File: config.mk
export PLATFORM = sky130hd
export DESIGN_NAME = pc_unit_top
export DESIGN_NICKNAME = d
export VERILOG_FILES = /design/src/hw/pc_unit_pkg.sv /design/src/hw/operand_serializer.sv /design/src/hw/pc_ctrl.sv /design/src/hw/pc_shift_reg.sv /design/src/hw/pc_unit_top.sv /design/src/hw/result_deserializer.sv /design/src/hw/serial_adder.sv
export SDC_FILE = /design/constraint.sdc
export NUM_CORES = 1
export LEC_CHECK = 0
export BUFFER_PORTS_ARGS = -buffer_cell sky130_fd_sc_hd__buf_2
export CAP_MARGIN = 20
export CORE_MARGIN = 4
export CORE_UTILIZATION = 55
export DETAILED_ROUTE_END_ITERATION = 10
export GPL_TIMING_DRIVEN = 0
export PLACE_DENSITY_LB_ADDON = 0.3
export SYNTH_ARGS = -nofsm -noshare
export SYNTH_HDL_FRONTEND = slang
export SYNTH_SLANG_ARGS = --single-unit
File: constraint.sdc
create_clock -name clk -period 8.9 [get_ports clk]
set_input_delay 0.89 -clock clk [delete_from_list [all_inputs] [get_ports clk]]
set_output_delay 0.89 -clock clk [all_outputs]
set_load 0.05 [all_outputs]
File: src/hw/pc_unit_pkg.sv
package pc_unit_pkg;

   // ~~~~~~~~~~~~~~~~~~~~~~~~~~~~~~~~~~~~~~~~
   // Widths and reset values
   // ~~~~~~~~~~~~~~~~~~~~~~~~~~~~~~~~~~~~~~~~

   localparam int unsigned xlen = 32;

   // The counter covers one bit position per cycle of a word.
   localparam int unsigned cnt_w = 5;

   // First fetch after reset goes to reset_pc + 4.
   localparam logic [xlen-1:0] reset_pc = 32'd8;

   typedef logic [xlen-1:0] word_t;

   // ~~~~~~~~~~~~~~~~~~~~~~~~~~~~~~~~~~~~~~~~
   // Operation encoding
   // ~~~~~~~~~~~~~~~~~~~~~~~~~~~~~~~~~~~~~~~~

   // op_auipc writes PC+offset to the result but still steps the PC by 4.
   // op_trap takes the next PC from the trap operand.
   typedef enum logic [2:0] {
      op_step  = 3'd0,
      op_jal   = 3'd1,
      op_jalr  = 3'd2,
      op_auipc = 3'd3,
      op_trap  = 3'd4
   } op_e;

endpackage

File: src/hw/operand_serializer.sv
`timescale 1ns/10ps

module operand_serializer (
   input  logic               clk,
   input  logic               i_rst_n,
   input  logic               i_start,
   input  pc_unit_pkg::op_e   i_op,
   input  pc_unit_pkg::word_t i_offset,
   input  pc_unit_pkg::word_t i_rs1,
   input  pc_unit_pkg::word_t i_trap_pc,
   input  logic               i_fetch_done,
   output logic               o_busy,
   output logic               o_en,
   output logic               o_last,
   output logic               o_offset,
   output logic               o_rs1,
   output logic               o_trap_pc,
   output logic               o_jump,
   output logic               o_jalr,
   output logic               o_auipc,
   output logic               o_trap
);

   logic                           start_ok;
   logic                           busy_q;
   logic                           en_q;
   logic [pc_unit_pkg::cnt_w-1:0]  cnt_q;
   pc_unit_pkg::op_e               op_q;

   pc_unit_pkg::word_t offset_sr;
   pc_unit_pkg::word_t rs1_sr;
   pc_unit_pkg::word_t trap_pc_sr;

   // A start while an operation is still in flight is dropped.
   assign start_ok = i_start & ~busy_q;

   // ~~~~~~~~~~~~~~~~~~~~~~~~~~~~~~~~~~~~~~~~
   // Bit counter and busy tracking
   // ~~~~~~~~~~~~~~~~~~~~~~~~~~~~~~~~~~~~~~~~

   always_ff @(posedge clk) begin
      if (!i_rst_n) begin
         busy_q <= 1'b0;
         en_q   <= 1'b0;
         cnt_q  <= '0;
         op_q   <= pc_unit_pkg::op_step;
      end else if (start_ok) begin
         busy_q <= 1'b1;
         en_q   <= 1'b1;
         cnt_q  <= '0;
         op_q   <= i_op;
      end else begin
         if (en_q) begin
            cnt_q <= cnt_q + 1'b1;
            if (o_last) begin
               en_q <= 1'b0;
            end
         end
         // Busy covers the serial window and the whole bus cycle after it.
         if (i_fetch_done) begin
            busy_q <= 1'b0;
         end
      end
   end

   // Operand shift registers, LSB out first.
   always_ff @(posedge clk) begin
      if (start_ok) begin
         offset_sr  <= i_offset;
         rs1_sr     <= i_rs1;
         trap_pc_sr <= i_trap_pc;
      end else if (en_q) begin
         offset_sr  <= {1'b0, offset_sr[pc_unit_pkg::xlen-1:1]};
         rs1_sr     <= {1'b0, rs1_sr[pc_unit_pkg::xlen-1:1]};
         trap_pc_sr <= {1'b0, trap_pc_sr[pc_unit_pkg::xlen-1:1]};
      end
   end

   assign o_busy    = busy_q;
   assign o_en      = en_q;
   assign o_last    = en_q & (&cnt_q);
   assign o_offset  = offset_sr[0];
   assign o_rs1     = rs1_sr[0];
   assign o_trap_pc = trap_pc_sr[0];

   // Decoded levels stay put from start until the next accepted start.
   assign o_jalr  = (op_q == pc_unit_pkg::op_jalr);
   assign o_jump  = (op_q == pc_unit_pkg::op_jal) | o_jalr;
   assign o_auipc = (op_q == pc_unit_pkg::op_auipc);
   assign o_trap  = (op_q == pc_unit_pkg::op_trap);

endmodule

File: src/hw/pc_ctrl.sv
`timescale 1ns/10ps

module pc_ctrl (
   input  logic               clk,
   input  logic               i_rst_n,
   input  logic               i_en,
   input  logic               i_last,
   input  logic               i_offset,
   input  logic               i_rs1,
   input  logic               i_trap_pc,
   input  logic               i_jump,
   input  logic               i_jalr,
   input  logic               i_auipc,
   input  logic               i_trap,
   input  logic               i_ibus_ack,
   output logic               o_rd,
   output logic               o_target,
   output logic               o_misalign,
   output pc_unit_pkg::word_t o_ibus_adr,
   output logic               o_ibus_cyc,
   output logic               o_fetch_done,
   output logic               o_result_valid
);

   logic en_r;
   logic en_2r;
   logic en_3r;

   logic first_bit;
   logic second_bit;
   logic third_bit;

   logic adder_clr;
   logic pc_bit;
   logic pc_plus_4;
   logic pc_plus_offset;
   logic offset_base;
   logic target_bit;
   logic new_pc;

   logic [pc_unit_pkg::xlen-1:1] pc_par;

   // ~~~~~~~~~~~~~~~~~~~~~~~~~~~~~~~~~~~~~~~~
   // Bit position from the enable history
   // ~~~~~~~~~~~~~~~~~~~~~~~~~~~~~~~~~~~~~~~~

   assign first_bit  = i_en & ~en_r;
   assign second_bit = en_r & ~en_2r;
   assign third_bit  = en_2r & ~en_3r;

   // Carries start at zero in the first bit cycle of every word.
   assign adder_clr = i_last | ~i_en;

   // Adding 4 means a single one in bit position 2.
   serial_adder pc_plus_4_i (
      .clk   (clk),
      .i_a   (pc_bit),
      .i_b   (third_bit),
      .i_clr (adder_clr),
      .o_q   (pc_plus_4)
   );

   assign offset_base = i_jalr ? i_rs1 : pc_bit;

   serial_adder pc_plus_offset_i (
      .clk   (clk),
      .i_a   (offset_base),
      .i_b   (i_offset),
      .i_clr (adder_clr),
      .o_q   (pc_plus_offset)
   );

   // Jump targets are always halfword aligned.
   assign target_bit = pc_plus_offset & ~first_bit;

   always_comb begin
      if (i_trap) begin
         new_pc = i_trap_pc & ~first_bit;
      end else if (i_jump) begin
         new_pc = target_bit;
      end else begin
         new_pc = pc_plus_4;
      end
   end

   pc_shift_reg pc_reg_i (
      .clk     (clk),
      .i_rst_n (i_rst_n),
      .i_en    (i_en),
      .i_d     (new_pc),
      .o_q     (pc_bit),
      .o_par   (pc_par)
   );

   assign o_rd       = i_auipc ? target_bit : pc_plus_4;
   assign o_target   = target_bit;
   assign o_ibus_adr = {pc_par, pc_bit};

   // ~~~~~~~~~~~~~~~~~~~~~~~~~~~~~~~~~~~~~~~~
   // Misalignment and instruction fetch
   // ~~~~~~~~~~~~~~~~~~~~~~~~~~~~~~~~~~~~~~~~

   always_ff @(posedge clk) begin
      if (!i_rst_n) begin
         en_r           <= 1'b0;
         en_2r          <= 1'b0;
         en_3r          <= 1'b0;
         o_misalign     <= 1'b0;
         o_ibus_cyc     <= 1'b0;
         o_result_valid <= 1'b0;
      end else begin
         en_r  <= i_en;
         en_2r <= en_r;
         en_3r <= en_2r;

         // Bit 1 of the target passes the adder in the second bit cycle.
         if (second_bit) begin
            o_misalign <= pc_plus_offset;
         end

         // The PC register is complete once the enable has dropped.
         o_result_valid <= en_r & ~i_en;
         if (en_r & ~i_en) begin
            o_ibus_cyc <= 1'b1;
         end else if (o_fetch_done) begin
            o_ibus_cyc <= 1'b0;
         end
      end
   end

   assign o_fetch_done = o_ibus_cyc & i_ibus_ack;

endmodule

File: src/hw/pc_shift_reg.sv
`timescale 1ns/10ps

module pc_shift_reg (
   input  logic                          clk,
   input  logic                          i_rst_n,
   input  logic                          i_en,
   input  logic                          i_d,
   output logic                          o_q,
   output logic [pc_unit_pkg::xlen-1:1]  o_par
);

   pc_unit_pkg::word_t pc_q;

   // Bit 0 leaves first and the new bit enters at the top, so after a full
   // word of shifts the register holds the new value in natural order.
   always_ff @(posedge clk) begin
      if (!i_rst_n) begin
         pc_q <= pc_unit_pkg::reset_pc;
      end else if (i_en) begin
         pc_q <= {i_d, pc_q[pc_unit_pkg::xlen-1:1]};
      end
   end

   assign o_q   = pc_q[0];
   assign o_par = pc_q[pc_unit_pkg::xlen-1:1];

endmodule

File: src/hw/pc_unit_top.sv
`timescale 1ns/10ps

module pc_unit_top (
   input  logic               clk,
   input  logic               i_rst_n,
   input  logic               i_start,
   input  pc_unit_pkg::op_e   i_op,
   input  pc_unit_pkg::word_t i_offset,
   input  pc_unit_pkg::word_t i_rs1,
   input  pc_unit_pkg::word_t i_trap_pc,
   input  logic               i_ibus_ack,
   output logic               o_busy,
   output logic               o_result_valid,
   output pc_unit_pkg::word_t o_rd_data,
   output pc_unit_pkg::word_t o_target,
   output logic               o_misalign,
   output pc_unit_pkg::word_t o_ibus_adr,
   output logic               o_ibus_cyc
);

   logic ser_en;
   logic ser_last;
   logic ser_offset;
   logic ser_rs1;
   logic ser_trap_pc;
   logic ser_jump;
   logic ser_jalr;
   logic ser_auipc;
   logic ser_trap;
   logic fetch_done;
   logic rd_bit;
   logic tgt_bit;

   operand_serializer serializer_i (
      .clk          (clk),
      .i_rst_n      (i_rst_n),
      .i_start      (i_start),
      .i_op         (i_op),
      .i_offset     (i_offset),
      .i_rs1        (i_rs1),
      .i_trap_pc    (i_trap_pc),
      .i_fetch_done (fetch_done),
      .o_busy       (o_busy),
      .o_en         (ser_en),
      .o_last       (ser_last),
      .o_offset     (ser_offset),
      .o_rs1        (ser_rs1),
      .o_trap_pc    (ser_trap_pc),
      .o_jump       (ser_jump),
      .o_jalr       (ser_jalr),
      .o_auipc      (ser_auipc),
      .o_trap       (ser_trap)
   );

   pc_ctrl ctrl_i (
      .clk            (clk),
      .i_rst_n        (i_rst_n),
      .i_en           (ser_en),
      .i_last         (ser_last),
      .i_offset       (ser_offset),
      .i_rs1          (ser_rs1),
      .i_trap_pc      (ser_trap_pc),
      .i_jump         (ser_jump),
      .i_jalr         (ser_jalr),
      .i_auipc        (ser_auipc),
      .i_trap         (ser_trap),
      .i_ibus_ack     (i_ibus_ack),
      .o_rd           (rd_bit),
      .o_target       (tgt_bit),
      .o_misalign     (o_misalign),
      .o_ibus_adr     (o_ibus_adr),
      .o_ibus_cyc     (o_ibus_cyc),
      .o_fetch_done   (fetch_done),
      .o_result_valid (o_result_valid)
   );

   // Result words are collected during the same enable window.
   result_deserializer rd_deser_i (
      .clk     (clk),
      .i_rst_n (i_rst_n),
      .i_en    (ser_en),
      .i_d     (rd_bit),
      .o_word  (o_rd_data)
   );

   result_deserializer tgt_deser_i (
      .clk     (clk),
      .i_rst_n (i_rst_n),
      .i_en    (ser_en),
      .i_d     (tgt_bit),
      .o_word  (o_target)
   );

endmodule

File: src/hw/result_deserializer.sv
`timescale 1ns/10ps

module result_deserializer (
   input  logic               clk,
   input  logic               i_rst_n,
   input  logic               i_en,
   input  logic               i_d,
   output pc_unit_pkg::word_t o_word
);

   pc_unit_pkg::word_t word_q;

   // Bits arrive LSB first and enter at the top, so after a full word
   // the first bit has moved down to position 0.
   always_ff @(posedge clk) begin
      if (!i_rst_n) begin
         word_q <= '0;
      end else if (i_en) begin
         word_q <= {i_d, word_q[pc_unit_pkg::xlen-1:1]};
      end
   end

   assign o_word = word_q;

endmodule

File: src/hw/serial_adder.sv
`timescale 1ns/10ps

module serial_adder (
   input  logic clk,
   input  logic i_a,
   input  logic i_b,
   input  logic i_clr,
   output logic o_q
);

   logic carry_q;
   logic carry_d;

   // Sum of the two operand bits and the carry from the previous bit.
   assign o_q     = i_a ^ i_b ^ carry_q;
   assign carry_d = (i_a & i_b) | (carry_q & (i_a ^ i_b));

   // The carry is dropped after the last bit so the next word starts clean.
   always_ff @(posedge clk) begin
      if (i_clr) begin
         carry_q <= 1'b0;
      end else begin
         carry_q <= carry_d;
      end
   end

endmodule

==> impl_metrics.env, run 1 <==
export IMPL_grt_usage=0.185
export IMPL_row_count=45
export IMPL_seqPwrFrac=0.506
export IMPL_synthArstFlopShare=0
export IMPL_syn_nets=901
export IMPL_nNetsFinal=1127
export IMPL_critPathMaxFanout=4
export IMPL_initial_core_util=0.559
export IMPL_p_leak_nw=4.80
export IMPL_boundaryPins=203
export IMPL_cts_setup_buffers=0
export IMPL_outcome="complete, no violations"
export IMPL_routed_wl_um=16700
export IMPL_reg2reg_slack_ps=6860
export IMPL_die_h_um=132
export IMPL_route_detailed_drc=0
export IMPL_slew_violations=0
export IMPL_fin_tns_setup_ps=0
export IMPL_grt_overflow_total=0
export IMPL_power_clock_fraction=0.403
export IMPL_htreeDepth=1
export IMPL_reg2reg_depth=5
export IMPL_portBuffers=201
export IMPL_r2r_start="serializer_i.o_en"
export IMPL_cts_resized_gates=0
export IMPL_worst_pin_slew_ps=493
export IMPL_worstPathRequired_ps=8010
export IMPL_grt_pass1_wl_um=26900
export IMPL_numClockSinks=210
export IMPL_gp_congestion=0.753
export IMPL_synth_seq_cells=210
export IMPL_ir_drop_v=0.000131
export IMPL_coreArea_mm2=0.0151
export IMPL_die_w_um=132
export IMPL_fmax_ghz=0.460
export IMPL_cts_tree="done"
export IMPL_syn2layout_area_growth_pct=23.5
export IMPL_crit_type="flop to primary output"
export IMPL_finalClockSkew_ps=4.32
export IMPL_initialDrtViolationCount=303
export IMPL_crit_path_end="o_ibus_adr[0]"
export IMPL_cts_buffers=22
export IMPL_die_area_mm2=0.0174
export IMPL_drive_gt1_frac=0.265
export IMPL_grt_pass1_vias=5669
export IMPL_post_route_period_util=0.244
export IMPL_avgSynthCellArea_um2=10.7
export IMPL_seq_area_frac_synth=0.610
export IMPL_viasPerCell=4.85
export IMPL_syn_inst=794
export IMPL_slew_headroom=0.671
export IMPL_clock_root_buffer="clkbuf_16"
export IMPL_hold_class="flop to flop"
export IMPL_rr_endpoint="serializer_i.trap_pc_sr[14]"
export IMPL_clockBufferDepth=3
export IMPL_ant_nets=0
export IMPL_hpwl_um=11700
export IMPL_drv_cap=0
export IMPL_avgRoutedWirePerCell_um=13.6
export IMPL_ys_flop_type="dfxtp_1"
export IMPL_nFillCells=1225
export IMPL_path_clk_slew_ps=60
export IMPL_critPathArrivalTime_ps=1280
export IMPL_worstSkewPairLatency_ps=490
export IMPL_via_count=5935
export IMPL_drt_pass1_iter_count=4
export IMPL_netSwitchingFraction=0.223
export IMPL_period_minus_slack_ps=2170
export IMPL_hold_violations=0
export IMPL_combPwrFrac=0.091
export IMPL_grt_max_degree=64
export IMPL_grt_antenna_before_repair=0
export IMPL_cellPowerDensity_mw_per_mm2=210
export IMPL_p_switching_uw=490
export IMPL_p_total_mw=2.19
export IMPL_p_int_mw=1.70
export IMPL_start_kind="flop"
export IMPL_cts_hold_buffers_added=0
export IMPL_worstSetupStartpoint="ctrl_i.pc_reg_i.pc_q[0]"
export IMPL_rsz0062_at_grt="false"
export IMPL_hold_slack_ps=492
export IMPL_antenna_cells=0
export IMPL_setup_viol=0
export IMPL_synthDistinctLibCells=33
export IMPL_cp_end_kind="primary output"
export IMPL_synth_area_mm2=0.00847
export IMPL_yosys_warnings=0
export IMPL_synth_edf_count=96
synthesized netlist by cell type (2+ instances only):
master / count / area [um^2]
a21boi_1: 3 / 22.5
and2_1: 7 / 43.8
buf_2: 20 / 100
buf_4: 15 / 113
clkbuf_1: 10 / 37.5
dfxtp_1: 114 / 2280
edfxtp_1: 96 / 2880
fa_1: 2 / 40.0
ha_1: 2 / 25.0
inv_1: 6 / 22.5
mux2i_1: 98 / 981
nand2_1: 291 / 1090
nand2b_1: 3 / 18.8
nor2_1: 8 / 30.0
nor2b_1: 98 / 613
o21ai_0: 2 / 10.0
xor2_1: 3 / 26.3
power by group through the flow:
stage,registers [mW],clock network (mW),logic (mW)
global route,1.12,0.950,0.225
floorplan,1.14,0,0.129
finish,1.11,0.883,0.200
detailed placement,1.13,0,0.202
global placement,1.13,0,0.194
CTS,1.11,0.908,0.203
flip-flops by register name, indices dropped and copies added (netlist names):
register	flops
ctrl_i.pc_reg_i.pc_q	32
serializer_i.rs1_sr	32
serializer_i.trap_pc_sr	32
rd_deser_i.o_word	32
serializer_i.o_en	1
ctrl_i.pc_plus_4_i.carry_q	1
ctrl_i.en_3r	1
ctrl_i.en_r	1
serializer_i.o_busy	1
ctrl_i.o_ibus_cyc	1
ctrl_i.o_misalign	1
serializer_i.op_q	3
ctrl_i.en_2r	1
ctrl_i.o_result_valid	1
ctrl_i.pc_plus_offset_i.carry_q	1
serializer_i.offset_sr	32
serializer_i.cnt_q	5
tgt_deser_i.o_word	32
cell type report:
cell class	instances	area (um^2)	area share
sequential	210	5160	0.494
multi-input combinational	532	3030	0.290
timing repair buffer	202	1030	0.0988
clock buffer	36	697	0.0666
buffer	46	262	0.0250
tap	188	235	0.0225
inverter	6	22.5	0.00215
clock inverter	3	15.0	0.00144
stage by stage:
step	util	worst slack, ps	area (um^2)	instances
2_1_floorplan	-	5000	8470	794
3_3_place_gp	0.641	3860	9710	1183
3_5_place_dp	0.643	6350	9750	1184
4_1_cts	0.690	6710	10500	1223
5_1_grt	0.690	6670	10500	1223
6_report	0.690	6730	10500	1223
worst min-delay path by stage:
| stage | from | endpoint | cells after the start |
|---|---|---|---|
| global placement | ctrl_i.o_ibus_cyc | serializer_i.o_busy | 1 |
| finish | ctrl_i.o_ibus_cyc | serializer_i.o_busy | 1 |
| detailed placement | ctrl_i.en_2r | ctrl_i.en_3r | 1 |
| CTS | ctrl_i.o_ibus_cyc | serializer_i.o_busy | 1 |
| global route | ctrl_i.o_ibus_cyc | serializer_i.o_busy | 1 |
| floorplan | ctrl_i.en_2r | ctrl_i.en_3r | 1 |
metal layers:
layer  share of wire  GRT usage
met3           0.067     0.0347
met2            0.46      0.300
met4           0.018     0.0496
met5               0          0
met1            0.46      0.258
logic make-up after synthesis:
| logic type | after synthesis | synth area share |
|---|---|---|
| xor+xnor | 4 | 0.00414 |
| simple gates | 412 | 0.216 |
| compound gates | 14 | 0.0129 |
| flops | 210 | 0.610 |
| fa+ha+maj | 4 | 0.00768 |
| buf+inv | 52 | 0.0335 |
| mux | 98 | 0.116 |
placed cells by master, fill, tap and decap left out, types with 3 or more instances in the layout:
master and count:
edfxtp_1 96, nor2b_1 98, buf_2 221, and2_1 7
clkinv_2 3, clkbuf_1 16, mux2i_1 98, a21boi_1 3
buf_4 15, inv_1 6, dfxtp_1 114, nand2_1 291
clkbuf_8 5, nor2_1 8, xor2_1 3, clkbuf_16 24
critical path, stage by stage (launching register included):
cell and delay, ps:
dfxtp_1 410, buf_4 140, buf_2 250
No activity file was read; power rests on OpenSTA's default activity.
==> run 2: changes to the inputs <==
CORE_UTILIZATION = 53   (was 55)
clock period = 2.2 ns   (was 8.9 ns; I/O delays follow)
==> run 2 against run 1 <==
  * First-iteration DRC count grew 24%
  * Non-clock buffer count grew 49
  * Register-to-register slack got worse by 6700 ps
  * Final area grew 4.7%
  * Via count is 4.9% higher
  * Worst hold slack worse by 490 ps
==> impl_metrics.env, run 2 (synthesized netlist as in run 1, its figures left out) <==
export IMPL_critPathMaxFanout=71
export IMPL_rsz0062_at_grt="false"
export IMPL_final_common_cell="nand2_1"
export IMPL_die_area_mm2=0.0181
export IMPL_ant_nets=0
export IMPL_clock_root_buffer="clkbuf_16"
export IMPL_critPathArrivalTime_ps=2160
export IMPL_crit_buf_inv=4
export IMPL_coreArea_mm2=0.0154
export IMPL_crit_type="flop to flop"
export IMPL_numClockSinks=210
export IMPL_drt_pass1_iter_count=5
export IMPL_boundaryPins=203
export IMPL_worst_pin_slew_ps=385
export IMPL_p_leak_nw=4.98
export IMPL_worstHoldStart="i_rs1[7]"
export IMPL_route_detailed_drc=0
export IMPL_grt_pass1_wl_um=29200
export IMPL_row_count=45
export IMPL_grt_max_degree=72
export IMPL_slew_headroom=0.743
export IMPL_slew_violations=0
export IMPL_reg2reg_slack_ps=190
export IMPL_path_clk_slew_ps=60
export IMPL_grt_antenna_before_repair=0
export IMPL_ir_drop_v=0.000594
export IMPL_r2r_start="serializer_i.o_en"
export IMPL_antenna_cells=0
export IMPL_setup_ws_ps=192
export IMPL_hpwl_um=11900
export IMPL_drv_cap=0
export IMPL_nNetsFinal=1176
export IMPL_viasPerCell=4.80
export IMPL_fin_util=0.710
export IMPL_clockBufferDepth=3
export IMPL_use_met1=0.265
export IMPL_die_h_um=134
export IMPL_period_minus_slack_ps=2010
export IMPL_worstSkewPairLatency_ps=490
export IMPL_worstSetupStartpoint="serializer_i.o_en"
export IMPL_crit_chain="buf_4 -> buf_6 -> buf_4 -> nand2b_4 -> buf_16"
export IMPL_routed_wl_um=18300
export IMPL_initial_core_util=0.549
export IMPL_max_stage_delay_ps=390
export IMPL_critPathSlowestCell="nand2b_4"
export IMPL_setup_viol=0
export IMPL_grt_use_met2=0.337
export IMPL_cts_tree="done"
export IMPL_hold_violations=0
export IMPL_hold_class="input pin to flop"
export IMPL_grt_usage=0.197
export IMPL_cts_buffers=22
export IMPL_syn2layout_area_growth_pct=29.3
export IMPL_post_route_period_util=0.913
export IMPL_initialDrtViolationCount=377
export IMPL_cp_end_kind="flop"
export IMPL_worstPathRequired_ps=2350
export IMPL_drive_gt1_frac=0.251
export IMPL_die_w_um=134
export IMPL_portBuffers=201
export IMPL_grt_busiest_layer="met2"
export IMPL_htreeDepth=1
export IMPL_fmax_ghz=0.498
export IMPL_place_ws_ps=167
export IMPL_gp_congestion=0.755
export IMPL_cts_setup_buffers=0
export IMPL_mostFrequentLayoutCells="nand2_1, buf_2, dfxtp_1"
export IMPL_cellPowerDensity_mw_per_mm2=808
export IMPL_grt_pass1_vias=6022
export IMPL_path_common_cell="buf_4"
export IMPL_grt_util_met3=0.0300
export IMPL_avgRoutedWirePerCell_um=14.1
export IMPL_critPathTopFamily="buffers and inverters"
export IMPL_outcome="complete, no violations"
export IMPL_finalClockSkew_ps=13.7
export IMPL_start_kind="flop"
export IMPL_via_count=6225
export IMPL_grt_overflow_total=0
-- run 2: changes by cell type in the layout (fill, tap and decap cells not counted), moves of 2 or more --
| cell | before | now |
|---|---|---|
| dlygate4sd3_1 | 0 | 49 |
| clkbuf_8 | 5 | 1 |
| clkinv_1 | 0 | 3 |
| clkbuf_1 | 16 | 18 |
-- run 2: what timing repair did --
action / 4_1_cts / 5_1_grt
resized for setup: 0 / 2
endpoints found under the setup margin: 0 / 3
hold buffers: 49 / 0
endpoints found under the hold margin: 49 / 0
-- run 2: path summary, 6_finish.rpt --
kind / end / depth (start not counted)
worst max-delay path: serializer_i.offset_sr[23] / 5
worst min-delay path: serializer_i.rs1_sr[7] / 3
worst max register to register: serializer_i.offset_sr[23] / 5
worst min register to register: ctrl_i.en_3r / 1
-- run 2: report_power, final --
group          switching, mW  total, mW  internal [mW]
Sequential            0.0850       4.49           4.41
Combinational          0.514      0.900          0.386
Clock                   1.42       3.45           2.03
Total                   2.02       8.84           6.83
-- run 2: through the flow --
step | std cells | area, um^2 | setup TNS [ps] | power [mW] | hold slack [ps]
after floorplan | 794 | 8480 | 0 | 5.12 | 330
after global placement | 1206 | 9750 | -11350 | 5.36 | 462
after detailed placement | 1207 | 9770 | 0 | 5.39 | 466
after CTS | 1296 | 10900 | 0 | 8.90 | 0.187
after global routing | 1296 | 10900 | 0 | 9.20 | 6.17
final | 1296 | 10900 | 0 | 8.84 | 5.73
-- run 2: worst register-to-register path: cells and delay by family, from the launching register on --
family        cells  cell delay, ps
flops             1             310
simple gates      1             390
buf+inv           4             950
-- run 2: per-layer routing --
metal  wire length (um)  up-vias  share of wire
met5                  0        -              0
met4                267        0          0.015
met3               1100       26          0.060
met2               8800      202           0.48
met1               8170     2852           0.45
li1                   -     3145              -
-- run 2: cell type report --
type,instances,area (um^2)
sequential,210,5160
multi-input combinational,532,3040
tap,211,264
clock buffer,34,649
buffer,46,262
clock inverter,6,26.3
inverter,6,22.5
timing repair buffer,251,1520
fill,1146,4480
==> run 3: changes to the inputs <==
CORE_MARGIN = 2   (was 4)
==> run 3 against run 2 <==
  * Critical path depth is the same
  * Worst hold slack gained 1.9 ps
  * Final cell count grew 2.6%
  * Sequential share of layout area shrank 1.4 points
  * Maximum frequency shrank 1.7%
  * Die area shrank 5.9%
  * Critical path type unchanged
  * Critical endpoint is now serializer_i.rs1_sr[9]
  * Largest power group unchanged
  * Highest routed layer unchanged
==> impl_metrics.env, run 3 (synthesized netlist as in run 1, its figures left out) <==
export IMPL_outcome="complete, no violations"
export IMPL_p_leak_nw=5.12
export IMPL_worstPathRequired_ps=2350
export IMPL_period_minus_slack_ps=2040
export IMPL_setup_viol=0
export IMPL_holdPathStages=3
export IMPL_nNetsFinal=1206
export IMPL_numClockSinks=210
export IMPL_stdcell_area_mm2=0.0113
export IMPL_slew_violations=0
export IMPL_row_count=46
export IMPL_start_kind="flop"
export IMPL_clock_root_buffer="clkbuf_16"
export IMPL_hold_class="input pin to flop"
export IMPL_boundaryPins=203
export IMPL_cellPowerDensity_mw_per_mm2=805
export IMPL_slew_headroom=0.721
export IMPL_critPathArrivalTime_ps=2200
export IMPL_place_area_mm2=0.00978
export IMPL_initial_core_util=0.537
export IMPL_cp_end_kind="flop"
export IMPL_cts_tree="done"
export IMPL_die_w_um=130
export IMPL_antenna_cells=0
export IMPL_grt_use_met2=0.372
export IMPL_htreeDepth=1
export IMPL_portBuffers=201
export IMPL_hold_slack_ps=7.64
export IMPL_finalClockSkew_ps=16.9
export IMPL_grt_busiest_layer="met2"
export IMPL_cts_setup_buffers=0
export IMPL_grt_overflow_total=0
export IMPL_worst_pin_slew_ps=418
export IMPL_path_clk_slew_ps=60
export IMPL_routed_wl_um=19200
export IMPL_critPathMaxFanout=68
export IMPL_coreArea_mm2=0.0158
export IMPL_viasPerCell=4.89
export IMPL_grt_usage=0.219
export IMPL_final_common_cell="nand2_1"
export IMPL_grt_util_met3=0.0375
export IMPL_ant_nets=0
export IMPL_rsz0062_at_grt="false"
export IMPL_initialDrtViolationCount=308
export IMPL_fin_util=0.715
export IMPL_clockBufferDepth=3
export IMPL_hpwl_um=11500
export IMPL_drive_gt1_frac=0.243
export IMPL_mostFrequentLayoutCells="nand2_1, buf_2, dfxtp_1"
export IMPL_reg2reg_depth=5
export IMPL_cts_buffers=22
export IMPL_grt_max_degree=69
export IMPL_drv_cap=0
export IMPL_via_count=6498
export IMPL_grt_pass1_wl_um=29800
export IMPL_fmax_ghz=0.489
export IMPL_post_route_period_util=0.929
export IMPL_nFillCells=1171
export IMPL_ir_drop_v=0.000526
export IMPL_crit_type="flop to flop"
export IMPL_grt_antenna_before_repair=0
export IMPL_avgRoutedWirePerCell_um=14.4
export IMPL_use_met1=0.292
export IMPL_hold_violations=0
export IMPL_die_area_mm2=0.0170
export IMPL_worstSkewPairLatency_ps=490
export IMPL_drt_pass1_iter_count=5
export IMPL_grt_pass1_vias=6145
export IMPL_route_detailed_drc=0
export IMPL_die_h_um=130
export IMPL_syn2layout_area_growth_pct=33.2
export IMPL_gp_congestion=0.779
## run 3: changes by cell type in the layout (fill, tap and decap cells not counted)
| cell | previous run | this run |
|---|---|---|
| bufinv_16 | 0 | 1 |
| clkbuf_1 | 18 | 19 |
| clkbuf_8 | 1 | 2 |
| clkinv_1 | 3 | 0 |
| clkinvlp_2 | 1 | 0 |
| dlygate4sd3_1 | 49 | 79 |
| mux2i_1 | 97 | 98 |
| mux2i_2 | 1 | 0 |
| nor3b_1 | 0 | 1 |
| nor3b_2 | 1 | 0 |
## run 3: final cells by class
class	instances	area (um^2)	share of cell area
sequential	210	5160	0.458
multi-input combinational	532	3030	0.268
timing repair buffer	281	1820	0.162
clock buffer	36	667	0.0591
tap	216	270	0.0240
buffer	46	262	0.0232
clock inverter	3	40.0	0.00355
inverter	6	22.5	0.00200
## run 3: critical path, cell delays in order, from the launching register on
cell      delay [ps]
dfxtp_1          310
buf_4            190
buf_6            180
buf_4            210
nand2b_4         410
buf_16           350
## run 3: path summary, 6_finish.rpt
path	slack [ps]	from	end
worst max-delay path	160	serializer_i.o_en	serializer_i.rs1_sr[9]
worst min-delay path	8	i_trap_pc[22]	serializer_i.trap_pc_sr[22]
worst max register to register	160	serializer_i.o_en	serializer_i.rs1_sr[9]
worst min register to register	480	ctrl_i.o_ibus_cyc	serializer_i.o_busy
## run 3: layer usage
| layer | vias up | share of wire |
|---|---|---|
| met1 | 3027 | 0.43 |
| met4 | 0 | 0.019 |
| met2 | 240 | 0.49 |
| li1 | 3197 | - |
| met3 | 34 | 0.061 |
| met5 | - | 0 |
## run 3: what timing repair did
item,CTS,global route
hold buffers,78,1
hold endpoints to repair,78,1
resized for setup,0,0
## run 3: stage by stage
stage                     setup slack [ps]  setup TNS (ps)  instances  power, mW
after global placement                -134          -12430       1211       5.36
after CTS                              127               0       1329       9.13
after detailed placement               164               0       1212       5.39
final                                  156               0       1330       9.08
after global routing                  26.5               0       1330       9.44
after floorplan                        117               0        794       5.12
## run 3: where the power goes
| part | total (mW) | internal (mW) | switching [mW] |
|---|---|---|---|
| logic | 0.950 | 0.420 | 0.530 |
| registers | 4.50 | 4.41 | 0.0863 |
| clock network | 3.63 | 2.18 | 1.45 |
